$ cat src/logic/fifo_pkg.sv
package fifo_pkg;

	//////////////////////////////////////////////////
	// widths and depths
	//////////////////////////////////////////////////

	localparam int wide_width = 36; // channel 0 push word.
	localparam int half_width = 18; // pop word, channel 1 push word.

	localparam int store_depth = 512; // 36-bit words per channel.
	localparam int rd_depth = 1024; // capacity in pop words.

	// fill level counts 0 through rd_depth.
	localparam int level_width = 11;

	// pointers in pop-word units, storage index in words.
	localparam int addr_width = $clog2(rd_depth);
	localparam int word_addr_width = $clog2(store_depth);

	// band edge for the almost flags and flag code 1.
	localparam int almost_gap = 4;

	//////////////////////////////////////////////////
	// flag codes
	//////////////////////////////////////////////////

	typedef enum logic [3:0]
	{
		push_full       = 4'd0,
		push_almost     = 4'd1,
		push_below_half = 4'd2,
		push_half_free  = 4'd3
	} push_flag_e;

	typedef enum logic [3:0]
	{
		pop_empty      = 4'd0,
		pop_almost     = 4'd1,
		pop_below_half = 4'd2,
		pop_half_full  = 4'd3
	} pop_flag_e;

endpackage

$ cat src/logic/fifo_mem_if.sv
interface fifo_mem_if;

	logic wr_en;
	logic [fifo_pkg::addr_width-1:0] wr_addr; // pop-word units.
	logic rd_en;
	logic rd_clr; // clears the read register.
	logic [fifo_pkg::addr_width-1:0] rd_addr;

	modport ctrl
	(
		output wr_en, wr_addr, rd_en, rd_clr, rd_addr
	);

	modport store
	(
		input wr_en, wr_addr, rd_en, rd_clr, rd_addr
	);

endinterface

$ cat src/logic/fifo_ctrl.sv
module fifo_ctrl
#(
	parameter int rd_ratio = 2 // pop words per push word.
)
(
	input logic fifo_clk,
	input logic reset,
	input logic push,
	input logic pop,
	input logic flush,
	fifo_mem_if.ctrl mem,
	output fifo_pkg::push_flag_e push_flag,
	output fifo_pkg::pop_flag_e pop_flag,
	output logic almost_full,
	output logic almost_empty
);

	typedef logic [fifo_pkg::level_width-1:0] level_t;
	typedef logic [fifo_pkg::addr_width-1:0] addr_t;

	localparam level_t full_level = level_t'(fifo_pkg::rd_depth);
	localparam level_t push_step = level_t'(rd_ratio);
	localparam level_t ratio_div = level_t'(rd_ratio);
	localparam level_t gap = level_t'(fifo_pkg::almost_gap);
	localparam level_t half_push = level_t'(fifo_pkg::rd_depth / rd_ratio / 2);
	localparam level_t half_pop = level_t'(fifo_pkg::rd_depth / 2);
	localparam addr_t wr_step = addr_t'(rd_ratio);

	level_t level;
	level_t level_next;
	level_t free_push;
	addr_t wr_ptr;
	addr_t rd_ptr;
	logic push_ok;
	logic pop_ok;

	// free push words, rounded down for the packed channel.
	assign free_push = (full_level - level) / ratio_div;

	assign push_ok = push && (free_push != '0);
	assign pop_ok = pop && (level != '0);

	//////////////////////////////////////////////////
	// pointers and fill level
	//////////////////////////////////////////////////

	always_comb
	begin
		level_next = level;
		if (push_ok)
			level_next = level_next + push_step;
		if (pop_ok)
			level_next = level_next - level_t'(1);
	end

	always_ff @(posedge fifo_clk)
	begin
		if (reset || flush)
		begin
			level <= '0;
			wr_ptr <= '0;
			rd_ptr <= '0;
		end
		else
		begin
			level <= level_next;
			if (push_ok)
				wr_ptr <= wr_ptr + wr_step;
			if (pop_ok)
				rd_ptr <= rd_ptr + addr_t'(1);
		end
	end

	// flush wins, storage and dout stay put.
	assign mem.wr_en = push_ok && !flush;
	assign mem.rd_en = pop_ok && !flush;
	assign mem.rd_clr = reset;
	assign mem.wr_addr = wr_ptr;
	assign mem.rd_addr = rd_ptr;

	//////////////////////////////////////////////////
	// flags
	//////////////////////////////////////////////////

	always_comb
	begin
		if (free_push == '0)
			push_flag = fifo_pkg::push_full;
		else if (free_push <= gap)
			push_flag = fifo_pkg::push_almost;
		else if (free_push < half_push)
			push_flag = fifo_pkg::push_below_half;
		else
			push_flag = fifo_pkg::push_half_free;

		if (level == '0)
			pop_flag = fifo_pkg::pop_empty;
		else if (level <= gap)
			pop_flag = fifo_pkg::pop_almost;
		else if (level < half_pop)
			pop_flag = fifo_pkg::pop_below_half;
		else
			pop_flag = fifo_pkg::pop_half_full;
	end

	assign almost_full = (free_push != '0) && (free_push <= gap);
	assign almost_empty = (level != '0) && (level <= gap);

endmodule

$ cat src/flat_wrapper.sv
// flat-port wrapper written by rule: the top's interface ports become plain ports
module fifo_ctrl_flat 
#(
	parameter int rd_ratio = 2                            
)
  (fifo_clk, reset, push, pop, flush, push_flag, pop_flag, almost_full, almost_empty, mem_wr_en, mem_wr_addr, mem_rd_en, mem_rd_clr, mem_rd_addr);
  fifo_mem_if mem_i ();
  input logic fifo_clk;
  input logic reset;
  input logic push;
  input logic pop;
  input logic flush;
  output fifo_pkg::push_flag_e push_flag;
  output fifo_pkg::pop_flag_e pop_flag;
  output logic almost_full;
  output logic almost_empty;
  output wire logic [$bits(mem_i.wr_en)-1:0] mem_wr_en;
  output wire logic [$bits(mem_i.wr_addr)-1:0] mem_wr_addr;
  output wire logic [$bits(mem_i.rd_en)-1:0] mem_rd_en;
  output wire logic [$bits(mem_i.rd_clr)-1:0] mem_rd_clr;
  output wire logic [$bits(mem_i.rd_addr)-1:0] mem_rd_addr;
  assign mem_wr_en = mem_i.wr_en;
  assign mem_wr_addr = mem_i.wr_addr;
  assign mem_rd_en = mem_i.rd_en;
  assign mem_rd_clr = mem_i.rd_clr;
  assign mem_rd_addr = mem_i.rd_addr;
  fifo_ctrl #(.rd_ratio(rd_ratio)) u_core (.fifo_clk(fifo_clk), .reset(reset), .push(push), .pop(pop), .flush(flush), .mem(mem_i), .push_flag(push_flag), .pop_flag(pop_flag), .almost_full(almost_full), .almost_empty(almost_empty));
endmodule
$ cat config.mk
export PLATFORM = sky130hd
export DESIGN_NAME = fifo_ctrl_flat
export DESIGN_NICKNAME = d
export VERILOG_FILES = /design/src/logic/fifo_pkg.sv /design/src/logic/fifo_mem_if.sv /design/src/logic/fifo_ctrl.sv /design/src/flat_wrapper.sv
export SDC_FILE = /design/constraint.sdc
export NUM_CORES = 1
export LEC_CHECK = 0
export BUFFER_PORTS_ARGS = -buffer_cell sky130_fd_sc_hd__buf_4
export CORE_AREA = 2 2 59 72
export DETAILED_ROUTE_END_ITERATION = 12
export DIE_AREA = 0 0 61 74
export GPL_ROUTABILITY_DRIVEN = 1
export PLACE_DENSITY = 0.76
export SYNTH_ARGS = -nofsm -noshare
export SYNTH_HDL_FRONTEND = slang
export SYNTH_SLANG_ARGS = --single-unit
$ cat constraint.sdc
create_clock -name fifo_clk -period 4.1 [get_ports fifo_clk]
set_input_delay 0.205 -clock fifo_clk [delete_from_list [all_inputs] [get_ports fifo_clk]]
set_output_delay 0.205 -clock fifo_clk [all_outputs]
set_load 0.01 [all_outputs]
---- Yosys cells after proc, flatten, opt, wreduce, memory -nomap -nowiden ----
Index checks and enable logic that the tools add are counted.
operators by class
  $add $sub $neg .......................... 5
  magnitude comparators ................... 4
  muxes and demuxes ....................... 8
  reductions and logical operators ........ 12
operator list
  operator                count
  $logic_not 11->1        2
  $mux 11                 2
  $reduce_bool 11->1      2
  $mux 4                  4
  $add 11x2->11 const B   1
  $le 11x3->1 const B     1
  $lt 11x10->1 const B    1
  $sub 11x1->11 const B   1
  $sub 11x11->11 const A  1
  $add 10x1->10 const B   1
  $add 10x2->10 const B   1
  $le 10x3->1 const B     1
  $lt 10x9->1 const B     1
  $logic_and 1x1->1       6
  $mux 1                  2
  $logic_not 1->1         1
  $logic_or 1x1->1        1
storage, ports and cells
  bits in registers ....................... 31
  input port bits ......................... 5
  output and inout bits ................... 33
  logic and storage cells ................. 32

---- Logic depth before layout (Yosys ltp) ----
Gate-level depths: netlist of the first run.
  word-level depth ........................ 6
  gate-level depth with buffers ........... 15
  gate-level depth less buffers ........... 13

---- Worst setup path before layout of the first run ----
OpenSTA, ideal clock, no wires.
  path kind ............................... register to register
  from .................................... register u_core.level[1]
  to ...................................... register u_core.level[4]
  setup time .............................. 0.132 ns
  arrival time ............................ 3.310 ns
  data required time ...................... 3.968 ns
  path slack .............................. 0.658 ns
  cell stages (with the launch flop) ...... 16
  path buffers ............................ 2
  period minus slack after synthesis ...... 3.442 ns
  cell sequence ........................... dfxtp_1 clkbuf_1 inv_1 ha_1 or3b_2 nor3_1 a21oi_2 o41a_1 buf_4 xnor2_1 ha_1 nand2_1 nor3b_1 or4b_1 a21oi_1 nor3b_1
on the way
  cells in the longest elaborated chain, start to end .. 6
  elaborated cells on any way between the ends .. 9
  classes of those cells .................. add/sub (3); mux (2); reduce/logical (4)
RTL lines
  item                    line             RTL
  start, declared         fifo_ctrl.sv:29  level_t level;
  start signal, assigned  fifo_ctrl.sv:66  level <= level_next;
  $sub 11x11->11          fifo_ctrl.sv:38  assign free_push = (full_level - level) / ratio_div;
  $reduce_bool 11->1      fifo_ctrl.sv:40  assign push_ok = push && (free_push != '0);
  $logic_and 1x1->1       fifo_ctrl.sv:40
  $mux 11                 fifo_ctrl.sv:50  if (push_ok)
  $sub 11x1->11           fifo_ctrl.sv:53  level_next = level_next - level_t'(1);
  $mux 11 (*)             fifo_ctrl.sv:52  if (pop_ok)
Every way passes the cells marked *; elsewhere a longest branch is shown, timed or not.
A chain may end at the register's enable or synchronous reset.

---- Worst setup path after layout of the first run ----
Ends and elaborated chain as after synthesis.

==> results of run 1 <==
==> registers in the layout, summed over array words and instances (netlist names) <==
signal	flops
u_core.level	11
u_core.mem.rd_addr	10
u_core.mem.wr_addr	9
==> stage by stage <==
stage / util (%) / instances / hold WS [ps]
after floorplan: - / 256 / 413.6
after global placement: 59.15 / 326 / 487.4
after detailed placement: 59.15 / 326 / 495.7
after CTS: 61.63 / 334 / 233.7
after global routing: 61.63 / 334 / 229.1
final: 61.63 / 334 / 236.9
==> path summary, 6_finish.rpt <==
kind                            slack, ps  depth (start not counted)               endpoint
worst min register to register        500                          2  u_core.mem.rd_addr[6]
worst min-delay path                  240                          3        u_core.level[1]
worst max-delay path                  690                         13        u_core.level[4]
worst max register to register        690                         13        u_core.level[4]
==> area by class of cell <==
type	instances	area, um^2
flip-flops and latches	30	600.6
repair buffers	34	255.2
well taps	54	67.56
fillers	372	1476
inverters	6	22.52
multi-input cells	202	1330
clock inverters	2	12.51
clock buffers	6	82.58
==> metal layers <==
metal	GRT usage [%]	routed length [um]	share of wire, %
met2	37.40	2208	51
met5	0	0	0
met1	25.08	1907	44
met4	6.522	50	1.2
met3	4.696	157	3.6
==> Yosys cell counts, types with 2 or more instances <==
cell type,number,area [um^2]
dfxtp_1,30,600.6
o31ai_1,3,22.52
o21ai_0,7,35.03
buf_2,2,10.01
xor2_1,10,87.58
nor4_1,3,18.77
xnor2_1,15,131.4
nand2b_1,3,18.77
nor2b_1,2,12.51
ha_1,6,75.07
a211oi_1,2,15.01
nand3_1,5,25.02
nand2_1,29,108.9
nor2_1,29,108.9
a21oi_1,11,55.05
and2_1,3,18.77
nand4_1,10,62.56
o21a_1,2,15.01
and3_1,3,18.77
nor3_1,10,50.05
or3_1,6,37.54
clkbuf_1,7,26.28
nor3b_1,6,45.04
o211ai_1,3,22.52
or4_1,2,15.01
buf_4,7,52.55
inv_1,6,22.52
or2_2,3,18.77
==> power by group <==
group	total [W]	internal [W]	switching, W	leakage [nW]
clock network	0.000250	0.000135	0.000115	0.0472
logic	0.000482	0.000212	0.000270	0.588
registers	0.000344	0.000307	0.0000364	0.242
==> worst reg2reg max path, cell delays in order, from the launching register on <==
cell and delay [ps]:
dfxtp_1 400, inv_1 140, ha_1 200, or3b_2 490, nor3_1 240, a21oi_2 140, o41a_1 420, xnor2_1 150
ha_1 190, nand2_1 110, nor3b_1 60, or4b_1 520, a21oi_1 150, nor3b_1 60
==> logic make-up after synthesis <==
kind of cell | count (synthesis) | synth area share [%]
other | 1 | 0.1836
XOR/XNOR | 25 | 10.72
AO/OA/AOI/OAI | 42 | 16.97
flip-flops | 30 | 29.41
adder cells (fa/ha/maj) | 6 | 3.676
AND/OR/NAND/NOR | 121 | 30.70
multiplexers | 3 | 2.145
buffers and inverters | 24 | 6.189
==> results.toml, run 1 <==
[synth]
ys_dominant_reg_cell = "dfxtp_1"
synth_area_mm2 = 0.002042
yosys_warnings = 0
async_flop_share_pct = 0
synth_edf_count = 0
ys_ff_latch = 30
seq_area_frac_synth_pct = 29.41
synth_area_per_cell_um2 = 8.103
synth_cells = 252
synth_cell_types = 55

[power_and_ir_drop]
ir_drop_mv = 0.2021
cellLeakagePower_nw = 0.8771
p_per_area_mw_per_mm2 = 453.7
totalPowerFinal_w = 0.001076

[finish]
n_antenna_cell = 0
fin_area_mm2 = 0.002371
mostFrequentLayoutCells = "34 x buf_4, 30 x dfxtp_1, 29 x nor2_1, 29 x nand2_1, 15 x xnor2_1"
final_layout_size_suffix_gt1_share_pct = 19.64
final_common_cell = "buf_4"
nets = 290
area_growth_pct = 16.12

[clocking]
path_clk_slew_ps = 60
post_cts.repair.setup_buffers = 0
htreeDepth = 2
clock_latency_ps = 280
cts_max_path_buffers = 2
hold_buffers = 0
clock-sinks = 30
tritoncts = "yes"
cts-resized-gates = 0
root_buffer = "clkbuf_8"
cts_inserted_buffers = 5

[timing]
fin_crit_sh_pct = 83.16
hold_viol_final = 0
final-setup-viol-count = 0
fmax_mhz = 293.3
worst_pin_slew_ps = 603.1
finalMaxSlewViolations = 0
skew_ps = 2.633
slew_headroom_pct = 59.66
tns_ps = 0
fin_crit_ps = 3409
setup_ws_ps = 690.5
grt_setup_unrepaired = "false"

[worst_setup_path]
critPathBufInv = 1
critical_path.max_fanout = 8
startpoint_type = "flip-flop"
crit_family = "simple AND/OR/NAND/NOR gates"
cp-startpoint = "u_core.level[1]"
slowest_stage = "or4b_1"
crit_chain = "inv_1 -> ha_1 -> or3b_2 -> nor3_1 -> a21oi_2 -> o41a_1 -> xnor2_1 -> ha_1 -> nand2_1 -> nor3b_1 -> or4b_1 -> a21oi_1 -> nor3b_1"
slowest_delay_ps = 520
crit_type = "reg -> reg"
required_ps = 4250
r2r-start = "u_core.level[1]"
worstPathArrival_ps = 3560
end_kind = "flip-flop"

[die]
coreArea_mm2 = 0.003847
core.rowCount = 25
die-area_mm2 = 0.004514
initial_core_util_pct = 53.07
die_w_um = 61
die_h_um = 74
io_pins = 38

[job]
drv_cap = 0

[place]
placed_cell_area_mm2 = 0.002276
portBuffers = 32
place_ws_ps = 711.1
dp.final_hpwl_um = 3272
place.gp.congestion = 0.8245

[worst_hold_path]
hold_start = "pop"
hold_path_class = "in -> reg"

[drt]
wire_per_inst_um = 12.94
drt-vias-per-instance = 5.527
wirelength_um = 4323
vias = 1846
ant_nets = 0
dr.pass1.iters = 4
post-route-drc-count = 0
drt_iter0_drc = 91

[global_routing]
grt_usage_pct = 21.14
grt_start_max_net_pins = 31
grt_pass1_vias = 1642
overflow = 0
antenna_found_initial = 0
grt_pass1_wl_um = 7210

[run_status]
status = "finished, final reports clean"
No activity file was read; power rests on OpenSTA's default activity.
==> run 2: changes to the inputs <==
- CORE_AREA: 2 2 59 72 -> 2 2 62 76
- DIE_AREA: 0 0 61 74 -> 0 0 64 78
- PLACE_DENSITY: 0.76 -> 0.72
- clock period: 4.1 -> 2.8 ns (I/O delays scaled with it)
==> results.toml, run 2 (synthesis gave the netlist of run 1 again) <==
[run_status]
status = "complete, but fails checks"
violations = "setup timing"

[power_and_ir_drop]
p_per_area_mw_per_mm2 = 688.3
p_comb_share_pct = 57.9
switching_power_w = 0.0007687
power_frac_seq_pct = 24.1
sw_frac_of_total_pct = 38.31
ir_drop_mv = 0.3720
p_clk_share_pct = 18.0
cellLeakagePower_nw = 1.137
p_int_w = 0.001238

[place]
portBuffers = 32
dp.final_hpwl_um = 4099
placed_cell_area_mm2 = 0.002556
dpl.cell_count = 356
place.gp.congestion = 0.9349

[drt]
wire_per_inst_um = 15.72
drt_iter0_drc = 139
vias = 2123
ant_nets = 0
post-route-drc-count = 0
wirelength_um = 5974
dr.pass1.iters = 4
drt-vias-per-instance = 5.587

[timing]
slew_headroom_pct = 59.66
hold_viol_final = 0
tns_ps = -949.0
finalMaxSlewViolations = 0
worst_pin_slew_ps = 605.1
setup_ws_ps = -272.1
skew_ps = 3.061
grt_setup_unrepaired = "true"
fin_crit_ps = 3072
fmax_mhz = 325.5
hold_slack_ps = 189.1
fin_crit_sh_pct = 109.7
final-setup-viol-count = 8

[finish]
final_util_pct = 69.47
largest-register = "u_core.level"
largest_register_ffs = 11
nets = 334
fin_area_mm2 = 0.002915
mostFrequentLayoutCells = "75 x buf_4, 28 x nor2_1, 27 x nand2_1"
final_common_cell = "buf_4"
n_antenna_cell = 0
area_growth_pct = 42.77
stdcell_count = 380
final_layout_size_suffix_gt1_share_pct = 41.36

[die]
coreArea_mm2 = 0.004197
core.rowCount = 26
die-area_mm2 = 0.004992
initial_core_util_pct = 48.66
die_h_um = 78
die_w_um = 64
io_pins = 38

[worst_setup_path]
critical_path.max_fanout = 3
end_kind = "flip-flop"
worstPathArrival_ps = 3280
startpoint_type = "flip-flop"
crit_type = "reg -> reg"
required_ps = 3010

[global_routing]
grt_start_max_net_pins = 31
antenna_found_initial = 0
grt_usage_pct = 24.60
grt_pass1_wl_um = 9597
overflow = 0
grt_pass1_vias = 2107

[clocking]
cts_inserted_buffers = 5
cts_max_path_buffers = 2
clock-sinks = 30
tritoncts = "yes"
path_clk_slew_ps = 60
root_buffer = "clkbuf_8"
hold_buffers = 0
clock_latency_ps = 280
htreeDepth = 2

[worst_hold_path]
hold_path_class = "in -> reg"

[job]
drv_cap = 0
==> run 2: cell types whose count changed in the layout (fill, tap and decap cells not counted), moves of 3 or more <==
cell,change
buf_6,+3
nor3_1,-4
dfxtp_1,-5
dfxtp_2,+3
inv_2,+3
nor3_2,+4
inv_1,-4
nor3b_2,+4
buf_4,+41
ha_1,-3
nor3b_1,-4
==> run 2: path summary, 6_finish.rpt <==
check / startpoint / end / slack (ps) / depth (start not counted)
max: u_core.level[1] / u_core.level[4] / -270 / 12
max reg2reg: u_core.level[1] / u_core.level[4] / -270 / 12
min reg2reg: u_core.mem.rd_addr[6] / u_core.mem.rd_addr[6] / 500 / 2
min: pop / u_core.level[1] / 190 / 3
==> run 2: final cells by class <==
type | count | area (um^2)
multi-input cells | 202 | 1518
fillers | 330 | 1281
flip-flops and latches | 30 | 611.8
repair buffers | 78 | 596.8
clock buffers | 7 | 86.33
well taps | 56 | 70.07
inverters | 6 | 27.53
clock inverters | 1 | 5.005
==> run 2: repair_timing <==
item	CTS	global route
setup buffers	11	5
gates resized for setup	17	19
cloned	1	0
setup endpoints to repair	7	14
pin swaps	13	23
==> run 2: routing by layer <==
layer / share of wire, % / vias up / GRT usage (%) / wire [um]
met5: 0 / - / 0 / 0
met4: 4.6 / 0 / 15.87 / 276
met3: 4.2 / 26 / 5.072 / 249
met2: 52 / 71 / 42.92 / 3088
met1: 40 / 1005 / 26.46 / 2361
li1: - / 1021 / - / -
==> run 2: power by group through the flow <==
stage	clock [W]	combinational [W]	sequential (W)
global placement	0	0.000928	0.000490
global route	0.000382	0.00124	0.000487
floorplan	0	0.000626	0.000485
CTS	0.000365	0.00106	0.000482
detailed placement	0	0.000951	0.000491
finish	0.000361	0.00116	0.000485
==> run 2: metrics by stage <==
| step | total power (W) | setup WS (ps) |
|---|---|---|
| finish | 0.002007 | -272.1 |
| global route | 0.002112 | -382.7 |
| CTS | 0.001907 | -172.5 |
| detailed placement | 0.001442 | -165.5 |
| global placement | 0.001419 | -100.3 |
| floorplan | 0.001111 | -293.2 |
==> run 2: critical path: stages (launching register included) <==
cell and delay, ps:
dfxtp_4 360, inv_6 70, ha_4 130, or3b_4 400
o211a_4 240, o41a_1 480, xnor2_2 190, ha_2 200
nand2_2 70, nor3b_2 40, or4b_4 550, nand3_1 110
nor3b_2 170
==> run 3: changes to the inputs <==
- REMOVE_ABC_BUFFERS: not set -> 1
==> results.toml, run 3 (synthesis gave the netlist of run 1 again) <==
[die]
io_pins = 38
die_h_um = 78
initial_core_util_pct = 48.66
die-area_mm2 = 0.004992
coreArea_mm2 = 0.004197
die_w_um = 64
core.rowCount = 26

[power_and_ir_drop]
cellLeakagePower_nw = 1.091
power_frac_seq_pct = 24.8
ir_drop_mv = 0.3554
p_comb_share_pct = 53.7
p_clk_share_pct = 21.5
p_per_area_mw_per_mm2 = 694.6
switching_power_w = 0.0007186
totalPowerFinal_w = 0.001942
sw_frac_of_total_pct = 36.99
p_int_w = 0.001224

[worst_setup_path]
slowest_stage = "or4_4"
worst_path_most_repeated_cell = "a21oi_2"
required_ps = 2960
crit_chain = "or4_4 -> o32ai_2 -> a21oi_2 -> o41a_1 -> xnor2_2 -> ha_2 -> nand2_2 -> nor3b_1 -> or4b_4 -> a21oi_2 -> nor3b_2"
worstPathArrival_ps = 3150
crit_family = "simple AND/OR/NAND/NOR gates"
startpoint_type = "flip-flop"
crit_type = "reg -> reg"
critical_path.max_fanout = 4
slowest_delay_ps = 550
critPathBufInv = 0
end_kind = "flip-flop"

[timing]
final-setup-viol-count = 8
slew_headroom_pct = 56.27
fin_crit_sh_pct = 107.0
fmax_mhz = 333.7
worst_pin_slew_ps = 655.9
finalMaxSlewViolations = 0
setup_ws_ps = -196.4
skew_ps = 7.467
hold_viol_final = 0
fin_crit_ps = 2996
grt_setup_unrepaired = "true"

[clocking]
clock-sinks = 30
cts_inserted_buffers = 5
htreeDepth = 2
hold_buffers = 0
clock_latency_ps = 290
tritoncts = "yes"
path_clk_slew_ps = 70
cts_max_path_buffers = 2
root_buffer = "clkbuf_8"

[global_routing]
grt_start_max_net_pins = 31
grt_pass1_wl_um = 8687
overflow = 0
antenna_found_initial = 0
grt_usage_pct = 22.14
grt_pass1_vias = 1963

[run_status]
violations = "setup timing"
status = "complete, but fails checks"

[finish]
area_growth_pct = 36.95
multi_input_area_mm2 = 0.001455
seqCellArea_um2 = 608.1
mostFrequentLayoutCells = "67 x buf_4, 29 x nor2_1, 28 x nand2_1"
largest_register_ffs = 11
final_layout_size_suffix_gt1_share_pct = 37.78
fillers = 335
nets = 325
largest-register = "u_core.level"
fin_area_mm2 = 0.002796
n_antenna_cell = 0
final_common_cell = "buf_4"

[place]
placed_cell_area_mm2 = 0.002511
place_ws_ps = -412.0
place.gp.congestion = 0.8871
portBuffers = 32
dp.final_hpwl_um = 3758

[drt]
drt-vias-per-instance = 5.550
wirelength_um = 5358
ant_nets = 0
post-route-drc-count = 0
wire_per_inst_um = 14.44
vias = 2059
drt_iter0_drc = 132
dr.pass1.iters = 4

[worst_hold_path]
hold_path_class = "in -> reg"

[job]
drv_cap = 0
run 3: cell types whose count changed in the layout (fill, tap and decap cells not counted), sizes merged:
cell    change
clkbuf      +1
buf         -9
clkinv      -1
run 3: final timing paths:
check | slack [ps] | end | startpoint | cells past startpoint
worst min register to register | 500 | u_core.mem.rd_addr[8] | u_core.mem.rd_addr[8] | 2
worst max register to register | -200 | u_core.level[4] | u_core.level[6] | 11
worst min-delay path | 180 | u_core.level[1] | pop | 3
worst max-delay path | -200 | u_core.level[4] | u_core.level[6] | 11
run 3: through the flow:
step	instances	utilization, %	hold WS, ps	setup TNS, ps
after floorplan	238	-	280.0	-2242
after global placement	359	59.84	460.2	-1302
after detailed placement	359	59.84	464.5	-2210
after CTS	370	65.56	176.9	-477.0
after global routing	371	66.64	177.3	-2113
final	371	66.64	178.5	-597.5
run 3: routing by layer:
layer  up-vias  part of all wire (%)  global-route usage [%]
met2        81                    49                   38.13
met4         0                   3.5                   12.39
li1       1006                     -                       -
met5         -                     0                       0
met3        17                   5.2                   5.217
met1       955                    42                   24.60
run 3: area by class of cell:
class | count | area share (%)
multi-input cells | 202 | 52.04
flip-flops and latches | 30 | 21.74
repair buffers | 69 | 18.79
clock buffers | 8 | 3.937
well taps | 56 | 2.506
inverters | 6 | 0.9843
run 3: power groups by stage:
stage	sequential (W)	clock, W	combinational, W
final	0.000481	0.000418	0.00104
after global routing	0.000483	0.000446	0.00113
after CTS	0.000477	0.000422	0.00101
after detailed placement	0.000484	0	0.000912
after global placement	0.000483	0	0.000903
after floorplan	0.000501	0	0.000520
run 3: worst reg2reg max path, stage by stage (launching register included):
cell and delay [ps]:
dfxtp_2 340, or4_4 550, o32ai_2 280, a21oi_2 60
o41a_1 440, xnor2_2 160, ha_2 170, nand2_2 70
nor3b_1 50, or4b_4 520, a21oi_2 160, nor3b_2 60
run 3: timing repair:
action                     4_1_cts  5_1_grt
buffers inserted                 4        0
setup endpoints to repair       14       15
cloned                           0        1
gates resized for setup         29       10
pin swaps                       17       14
